$ cat src/sam_settings.svh
/*
 * Shared constants for the SAM Coupe ASIC port block
 * I/O port numbers (low address byte)
 * ROM and external RAM page bases
 * MIDI transmit timing
 */

`ifndef SAM_SETTINGS_SVH
`define SAM_SETTINGS_SVH

// ======================================================================
// I/O ports, matched against addr[7:0]
// ======================================================================

`define SAM_PORT_LMPR 8'hFA
`define SAM_PORT_HMPR 8'hFB
`define SAM_PORT_BRDR 8'hFE
`define SAM_PORT_STAT 8'hF9
`define SAM_PORT_MIDI 8'hFD
// Printer port, used as a two channel DAC
`define SAM_PORT_LPTD 8'hE8
`define SAM_PORT_LPTS 8'hE9
// External RAM page registers for sections C and D
`define SAM_PORT_EXTC 8'h80
`define SAM_PORT_EXTD 8'h81

// ======================================================================
// Memory map
// ======================================================================

// ROM sits at page prefix 10h, followed by addr[15]
`define SAM_ROM_BASE 6'h10
// External RAM pages start here
`define SAM_EXT_BASE 9'h040

// MIDI timing, one enable per microsecond
`define SAM_CE1M_DIV    7'd96
`define SAM_MIDI_TIME   9'd319
`define SAM_MIDI_INT_AT 9'd15

`endif

$ cat src/sam_pkg.sv
/*
 * Types shared by the SAM Coupe ASIC blocks
 * lmpr_t : low memory page register, raw byte or decoded fields
 * hmpr_t : high memory page register, raw byte or decoded fields
 */

package sam_pkg;

	// ==================================================================
	// LMPR (port FA)
	// ==================================================================

	typedef struct packed {
		logic       wp;        // write protect bank 0
		logic       rom1_on;   // ROM1 in bank 3
		logic       rom0_off;  // ROM0 out of bank 0
		logic [4:0] page_ab;
	} lmpr_fields_t;

	typedef union packed {
		logic [7:0]   raw;
		lmpr_fields_t f;
	} lmpr_t;

	// ==================================================================
	// HMPR (port FB)
	// ==================================================================

	typedef struct packed {
		logic       ext_on;
		// Video mode 3 colour bits, kept for read back only
		logic [1:0] mode3_hi;
		logic [4:0] page_cd;
	} hmpr_fields_t;

	typedef union packed {
		logic [7:0]   raw;
		hmpr_fields_t f;
	} hmpr_t;

endpackage

$ cat src/sam_port_bus.sv
/*
 * I/O port bus front end
 * Rising edge detection on io_wr
 * Port decode into single cycle write strobes
 * Read data multiplexer for LMPR, HMPR, status and printer ports
 */

`include "sam_settings.svh"

module sam_port_bus import sam_pkg::*; (
	input  logic        clk_sys,
	input  logic        reset,
	input  logic [15:0] addr,
	input  logic        io_wr,
	input  logic        io_rd,
	input  lmpr_t       lmpr,
	input  hmpr_t       hmpr,
	input  logic        midi_int,
	output logic [7:0]  io_data,
	output logic        lmpr_we,
	output logic        hmpr_we,
	output logic        brdr_we,
	output logic        extc_we,
	output logic        extd_we,
	output logic        lptd_we,
	output logic        lpts_we,
	output logic        midi_we
);

	logic       io_wr_q;
	logic       wr_edge;
	logic [7:0] port;
	logic [7:0] rd_byte;

	// ==================================================================
	// Write edge
	// ==================================================================

	always_ff @(posedge clk_sys) begin
		if (reset) begin
			io_wr_q <= 1'b0;
		end else begin
			io_wr_q <= io_wr;
		end
	end

	// High only on the first clock io_wr is seen high
	assign wr_edge = io_wr & ~io_wr_q;
	assign port    = addr[7:0];

	// One strobe per edge, ports are distinct so at most one fires
	assign lmpr_we = wr_edge & (port == `SAM_PORT_LMPR);
	assign hmpr_we = wr_edge & (port == `SAM_PORT_HMPR);
	assign brdr_we = wr_edge & (port == `SAM_PORT_BRDR);
	assign extc_we = wr_edge & (port == `SAM_PORT_EXTC);
	assign extd_we = wr_edge & (port == `SAM_PORT_EXTD);
	assign lptd_we = wr_edge & (port == `SAM_PORT_LPTD);
	assign lpts_we = wr_edge & (port == `SAM_PORT_LPTS);
	assign midi_we = wr_edge & (port == `SAM_PORT_MIDI);

	// ==================================================================
	// Read data
	// ==================================================================

	always_comb begin
		case (port)
			// Keyboard and line/frame bits are gone, read as 1
			`SAM_PORT_STAT: rd_byte = {3'b111, ~midi_int, 4'b1111};
			`SAM_PORT_LMPR: rd_byte = lmpr.raw;
			`SAM_PORT_HMPR: rd_byte = hmpr.raw;
			// Fake printer, nothing attached
			`SAM_PORT_LPTD,
			`SAM_PORT_LPTS: rd_byte = 8'h00;
			default:        rd_byte = 8'hFF;
		endcase
	end

	// Bus floats high when not read
	assign io_data = io_rd ? rd_byte : 8'hFF;

endmodule

$ cat src/sam_mem_map.sv
/*
 * Memory paging unit
 * LMPR, HMPR and external RAM page registers
 * Translation of CPU address to 25 bit memory address
 * ROM select and write permission
 */

`include "sam_settings.svh"

module sam_mem_map import sam_pkg::*; (
	input  logic        clk_sys,
	input  logic        reset,
	input  logic [15:0] addr,
	input  logic [7:0]  data_in,
	input  logic        lmpr_we,
	input  logic        hmpr_we,
	input  logic        extc_we,
	input  logic        extd_we,
	input  logic        ext_ram_off,
	output lmpr_t       lmpr,
	output hmpr_t       hmpr,
	output logic [24:0] mem_addr,
	output logic        rom_sel,
	output logic        mem_we_ok
);

	logic [7:0]  ext_c;
	logic [7:0]  ext_d;
	logic        ext_dis;
	logic        bank0;
	logic        rom0_hit;
	logic        rom1_hit;
	logic        ext_acc;
	logic [8:0]  ext_page;
	logic [4:0]  int_page;
	logic [10:0] page;

	// ==================================================================
	// Registers
	// ==================================================================

	always_ff @(posedge clk_sys) begin
		if (reset) begin
			lmpr    <= '0;
			hmpr    <= '0;
			ext_c   <= 8'h00;
			ext_d   <= 8'h00;
			// Disable option is sampled only while in reset
			ext_dis <= ext_ram_off;
		end else begin
			if (lmpr_we) lmpr.raw <= data_in;
			if (hmpr_we) hmpr.raw <= data_in;
			if (extc_we) ext_c <= data_in;
			if (extd_we) ext_d <= data_in;
		end
	end

	// ==================================================================
	// Address translation
	// ==================================================================

	assign bank0    = (addr[15:14] == 2'b00);
	assign rom0_hit = ~lmpr.f.rom0_off & bank0;
	assign rom1_hit = lmpr.f.rom1_on & (addr[15:14] == 2'b11);
	assign rom_sel  = rom0_hit | rom1_hit;

	// Upper 32K goes to external RAM when enabled
	assign ext_acc  = ~rom_sel & hmpr.f.ext_on & addr[15];
	assign ext_page = `SAM_EXT_BASE + {1'b0, addr[14] ? ext_d : ext_c};

	// AB pair for the low half, CD pair for the high half
	assign int_page = addr[15] ? hmpr.f.page_cd : lmpr.f.page_ab;

	always_comb begin
		if (rom_sel) begin
			page = {4'd0, `SAM_ROM_BASE, addr[15]};
		end else if (ext_acc) begin
			page = {2'd0, ext_page};
		end else begin
			// Odd bank takes the next page, no wrap at 32 pages
			page = {6'd0, int_page} + {10'd0, addr[14]};
		end
	end

	assign mem_addr = {page, addr[13:0]};

	assign mem_we_ok = ~rom_sel
		& ~(bank0 & lmpr.f.wp)
		& ~(ext_acc & ext_dis);

endmodule

$ cat src/sam_midi_tx.sv
/*
 * MIDI out timing
 * 1 MHz clock enable divider
 * Pending flag, byte time countdown and MIDI interrupt
 */

`include "sam_settings.svh"

module sam_midi_tx (
	input  logic clk_sys,
	input  logic reset,
	input  logic midi_we,
	output logic midi_busy,
	output logic midi_int
);

	logic [6:0] div_cnt;
	logic       ce_1m;
	logic       pending;
	logic [8:0] tx_time;

	// ==================================================================
	// 1 MHz enable
	// ==================================================================

	assign ce_1m = (div_cnt == `SAM_CE1M_DIV - 7'd1);

	always_ff @(posedge clk_sys) begin
		if (reset || ce_1m) begin
			div_cnt <= 7'd0;
		end else begin
			div_cnt <= div_cnt + 7'd1;
		end
	end

	// ==================================================================
	// Byte timer
	// ==================================================================

	always_ff @(posedge clk_sys) begin
		if (reset) begin
			pending   <= 1'b0;
			tx_time   <= 9'd0;
			midi_busy <= 1'b0;
			midi_int  <= 1'b0;
		end else begin
			if (ce_1m) begin
				if (tx_time != 9'd0) begin
					tx_time <= tx_time - 9'd1;
					// Interrupt as the count lands on the threshold
					if (tx_time == `SAM_MIDI_INT_AT + 9'd1) midi_int <= 1'b1;
				end else begin
					midi_busy <= 1'b0;
					midi_int  <= 1'b0;
					if (pending) begin
						midi_busy <= 1'b1;
						tx_time   <= `SAM_MIDI_TIME;
						pending   <= 1'b0;
					end
				end
			end
			// A new write wins over the take on the same clock
			if (midi_we) pending <= 1'b1;
		end
	end

endmodule

$ cat src/sam_sound_out.sv
/*
 * Border register and audio output
 * Printer port DAC data and strobe latches
 * Mixing of the ear bit and DAC channels into 16 bit samples
 */

module sam_sound_out (
	input  logic        clk_sys,
	input  logic        reset,
	input  logic [7:0]  data_in,
	input  logic        brdr_we,
	input  logic        lptd_we,
	input  logic        lpts_we,
	output logic [3:0]  border_color,
	output logic [15:0] audio_l,
	output logic [15:0] audio_r
);

	logic [7:0]  brdr;
	logic [7:0]  dac_data;
	logic [7:0]  vox_l;
	logic [7:0]  vox_r;
	logic        stb_q;
	logic        ear;
	logic [18:0] mix_l;
	logic [18:0] mix_r;

	// ==================================================================
	// Latches
	// ==================================================================

	always_ff @(posedge clk_sys) begin
		if (reset) begin
			brdr     <= 8'h00;
			dac_data <= 8'h00;
			vox_l    <= 8'h00;
			vox_r    <= 8'h00;
			stb_q    <= 1'b0;
		end else begin
			if (brdr_we) brdr <= data_in;
			if (lptd_we) dac_data <= data_in;
			if (lpts_we) begin
				// Strobe bit 0 rising feeds left, falling feeds right
				if (~stb_q & data_in[0]) vox_l <= dac_data;
				if (stb_q & ~data_in[0]) vox_r <= dac_data;
				stb_q <= data_in[0];
			end
		end
	end

	// ==================================================================
	// Outputs
	// ==================================================================

	assign border_color = {brdr[5], brdr[2:0]};
	assign ear          = brdr[4];

	// Byte doubled to fill the range, ear adds a fixed level
	assign mix_l = {1'b0, vox_l, vox_l, 2'b00} + {1'b0, ear, 17'd0};
	assign mix_r = {1'b0, vox_r, vox_r, 2'b00} + {1'b0, ear, 17'd0};

	assign audio_l = mix_l[18:3];
	assign audio_r = mix_r[18:3];

endmodule

$ cat src/sam_asic.sv
/*
 * SAM Coupe ASIC port block, top level
 * Port bus, memory map, MIDI timer and sound output
 */

module sam_asic import sam_pkg::*; (
	input  logic        clk_sys,
	input  logic        reset,
	input  logic [15:0] addr,
	input  logic [7:0]  data_in,
	input  logic        io_wr,
	input  logic        io_rd,
	input  logic        ext_ram_off,
	output logic [24:0] mem_addr,
	output logic        rom_sel,
	output logic        mem_we_ok,
	output logic [7:0]  io_data,
	output logic [3:0]  border_color,
	output logic        midi_busy,
	output logic        midi_int,
	output logic [15:0] audio_l,
	output logic [15:0] audio_r
);

	lmpr_t lmpr;
	hmpr_t hmpr;
	logic  lmpr_we;
	logic  hmpr_we;
	logic  brdr_we;
	logic  extc_we;
	logic  extd_we;
	logic  lptd_we;
	logic  lpts_we;
	logic  midi_we;

	sam_port_bus port_bus_inst (
		.clk_sys(clk_sys), .reset(reset), .addr(addr),
		.io_wr(io_wr), .io_rd(io_rd),
		.lmpr(lmpr), .hmpr(hmpr), .midi_int(midi_int),
		.io_data(io_data),
		.lmpr_we(lmpr_we), .hmpr_we(hmpr_we), .brdr_we(brdr_we),
		.extc_we(extc_we), .extd_we(extd_we),
		.lptd_we(lptd_we), .lpts_we(lpts_we), .midi_we(midi_we)
	);

	sam_mem_map mem_map_inst (
		.clk_sys(clk_sys), .reset(reset), .addr(addr), .data_in(data_in),
		.lmpr_we(lmpr_we), .hmpr_we(hmpr_we),
		.extc_we(extc_we), .extd_we(extd_we), .ext_ram_off(ext_ram_off),
		.lmpr(lmpr), .hmpr(hmpr),
		.mem_addr(mem_addr), .rom_sel(rom_sel), .mem_we_ok(mem_we_ok)
	);

	sam_midi_tx midi_tx_inst (
		.clk_sys(clk_sys), .reset(reset), .midi_we(midi_we),
		.midi_busy(midi_busy), .midi_int(midi_int)
	);

	sam_sound_out sound_out_inst (
		.clk_sys(clk_sys), .reset(reset), .data_in(data_in),
		.brdr_we(brdr_we), .lptd_we(lptd_we), .lpts_we(lpts_we),
		.border_color(border_color), .audio_l(audio_l), .audio_r(audio_r)
	);

endmodule

$ cat config.mk
export PLATFORM = sky130hd
export DESIGN_NAME = sam_asic
export DESIGN_NICKNAME = d
export VERILOG_FILES = /design/src/sam_pkg.sv /design/src/sam_port_bus.sv /design/src/sam_mem_map.sv /design/src/sam_midi_tx.sv /design/src/sam_sound_out.sv /design/src/sam_asic.sv
export VERILOG_INCLUDE_DIRS = /design/src
export SDC_FILE = /design/constraint.sdc
export NUM_CORES = 1
export LEC_CHECK = 0
export BUFFER_PORTS_ARGS = -buffer_cell sky130_fd_sc_hd__buf_2
export CAP_MARGIN = 20
export CORE_AREA = 2 2 97 99
export CTS_CLUSTER_DIAMETER = 80
export DETAILED_ROUTE_END_ITERATION = 8
export DIE_AREA = 0 0 99 101
export MAX_ROUTING_LAYER = met4
export PLACE_DENSITY = 0.81
export SETUP_SLACK_MARGIN = 0.4
export SLEW_MARGIN = 20
export SYNTH_ARGS = -nofsm -noshare
export SYNTH_HDL_FRONTEND = slang
export SYNTH_HIERARCHICAL = 1
export SYNTH_SLANG_ARGS = --single-unit
$ cat constraint.sdc
create_clock -name clk_sys -period 1.9 [get_ports clk_sys]
set_input_delay 0.095 -clock clk_sys [delete_from_list [all_inputs] [get_ports clk_sys]]
set_output_delay 0.095 -clock clk_sys [all_outputs]
set_load 0.005 [all_outputs]
==> results.toml <==
[detailed_routing]
drtAntennaViolNets = 0
drt_first_pass_iters = 5
drt-initial-drc-count = 170
vias = 3583
wl_per_cell_um = 16.4
vias_per_cell = 5.56
drc = 0
drt_wl_total_mm = 10.6

[yosys]
yosys-mux-area-fraction = 0.196
synth-xor-area-share = 0.0144
synth_top_family_by_area = "simple AND/OR/NAND/NOR gates"
yosys_warnings = 6
ys.flop_type = "dfxtp_1"
avgSynthCellArea_um2 = 9.41
seq_area_frac_synth = 0.392
synth-adder-area-share = 0.0206
synth_seq_cells = 83
syn-instance-count = 453
synth_compound_area_frac = 0.0684
synth_edf_count = 1
synth-simple-area-share = 0.218
yosysUniqueCellTypes = 57
syn-cell-area_mm2 = 0.00426
async_flop_share = 0

[floorplan]
fp.dieH_um = 101
core_area_mm2 = 0.00898
initial_core_util = 0.475
die_x_um = 99
die_area_mm2 = 0.0100
num_rows = 35
pin_count = 102

[worst_setup_path]
cp_max_fo = 3
critPathArrivalTime_ns = 2.12
start_kind = "register"
path_class = "reg2out"
cp.required_ns = 1.80
end_kind = "output pin"

[global_route]
antenna_found_initial = 0
grt-ovfl-total = 0
grt_pass1_vias = 3356
grt_usage = 0.212
grt_pass1_wl_mm = 16.5
grt_max_degree = 79

[timing]
period_minus_slack_ns = 2.22
clock_skew_ns = 0.00844
min_period_over_period = 1.17
setup_ws_ns = -0.317
holdWs_ns = 0.0165
rsz0062_at_grt = "true"
max_freq_ghz = 0.451
tns_ns = -1.19
hold_viol_final = 0
maxSlewViolCount = 0
setup_viol = 5

[outcome]
status = "finished, violations left"
violations = "negative setup slack"

[final_layout]
final_common_cell = "buf_2"
antennaDiodeCount = 0
layout.nets = 565
fin_cells = 645
multi_input_area_mm2 = 0.00256
area_delta_synth_final_pct = 25.5
regArea_mm2 = 0.00169
nFillCells = 742
mostFrequentLayoutCells = "buf_2, mux2i_1, dfxtp_1"
drive_above_1_share = 0.404

[clock_network]
clockBufferDepth = 2
path_clk_slew_ns = 0.09
clockRootBuffer = "clkbuf_8"
clock_latency_ns = 0.36
cts_buffers = 9
h-tree-depth = 3
clkSinkCount = 83
tritoncts = "done"

[power]
p_leak_nw = 2.19
ir_worst_vdd_v = 0.000403
p_per_area_mw_per_mm2 = 600

[placement]
pre_cts_ws_ns = 0.0371
place.gp.congestion = 0.877
dpl.cell_count = 612
io_buffers = 87
dp_hpwl_mm = 6.88

[run]
maxCapViolCount = 0

[hold_path]
hp-class = "in2reg"
-- worst paths after layout --
kind | startpoint | end | slack [ns] | cells after the start
setup / recovery | mem_map_inst/lmpr[0] | mem_addr[19] | -0.32 | 7
hold / removal | io_wr | port_bus_inst/io_wr_q | 0.02 | 2
setup reg to reg | midi_tx_inst/tx_time[0] | midi_tx_inst/tx_time[6] | 0.11 | 6
hold reg to reg | midi_tx_inst/div_cnt[0] | midi_tx_inst/div_cnt[0] | 0.46 | 1
-- repair_timing --
| action | 4_1_cts | 5_1_grt |
|---|---|---|
| pin swaps | 19 | 16 |
| hold buffers | 1 | 0 |
| gates cloned | 1 | 0 |
| setup buffers | 10 | 5 |
| setup endpoints to repair | 62 | 71 |
| hold endpoints to repair | 1 | 0 |
| resized for setup | 48 | 38 |
-- power breakdown --
| group | switching [W] | leakage [nW] | internal [W] |
|---|---|---|---|
| sequential | 0.00000771 | 0.676 | 0.00175 |
| clock | 0.000723 | 0.0922 | 0.000511 |
| combinational | 0.000127 | 1.42 | 0.0000864 |
| total | 0.000858 | 2.19 | 0.00235 |
-- synthesized netlist by cell type, drive strengths merged (3+ instances only) --
master	instances	area, um2
a211oi	6	55.1
a21oi	8	40.0
a31oi	4	25.0
and3	4	25.0
buf	47	329
clkbuf	10	37.5
dfxtp	82	1640
ha	7	87.6
inv	4	15.0
mux2	5	56.3
mux2i	78	781
nand2	7	26.3
nand2b	30	195
nand3	6	30.0
nand3b	4	42.5
nand4	7	43.8
nor2	69	259
nor2b	7	43.8
nor3	10	50.1
nor3b	4	35.0
nor4	4	25.0
o21ai	11	55.1
or4	3	22.5
xnor2	4	35.0
xor2	3	26.3
-- cells by family after synthesis --
kind of cell	count (synthesis)
AOI/OAI and AO/OA	41
xor gates and xnor gates	7
other	1
DFF	83
muxes	83
adders and majority gates	7
buffers and inverters	61
and+or+nand+nor	170
-- worst max-delay path, stage by stage, from the launching register on --
cell and delay [ns]:
dfxtp_2 0.33, mux2_4 0.28, ha_4 0.17, and4b_1 0.20, a41oi_2 0.19, nor4_1 0.09, or3_1 0.37, buf_2 0.15
-- routing by layer --
| metal | track usage | vias up | wire length, um |
|---|---|---|---|
| met5 | - | - | 0 |
| met4 | 0.0864 | 0 | 231 |
| met3 | 0.0388 | 26 | 712 |
| met2 | 0.330 | 155 | 5030 |
| met1 | 0.273 | 1698 | 4630 |
| li1 | - | 1704 | - |
-- metrics by stage --
step / area (um2) / total power (W) / util
final: 5350 / 0.00321 / 0.596
after detailed placement: 4680 / 0.00199 / 0.521
after global placement: 4680 / 0.00199 / 0.521
after CTS: 5150 / 0.00322 / 0.574
after floorplan: 4350 / 0.00192 / -
after global routing: 5350 / 0.00333 / 0.596
-- flip-flops by register name (all words and copies together), names as in the netlist --
name                     flops
midi_tx_inst/tx_time         9
mem_map_inst/ext_c           8
mem_map_inst/ext_d           8
mem_map_inst/hmpr            8
mem_map_inst/lmpr            8
sound_out_inst/dac_data      8
sound_out_inst/vox_l         8
sound_out_inst/vox_r         8
midi_tx_inst/div_cnt         7
sound_out_inst/brdr          5
mem_map_inst/ext_dis         1
midi_tx_inst/midi_busy       1
midi_tx_inst/midi_int        1
midi_tx_inst/pending         1
port_bus_inst/io_wr_q        1
sound_out_inst/stb_q         1
-- cell type report --
type	count	area share
multi-input combinational	311	0.479
sequential	83	0.315
timing repair buffer	120	0.141
tap	111	0.0260
clock buffer	9	0.0232
clock inverter	7	0.0124
inverter	4	0.00281
(Power assumes the default switching activity.)
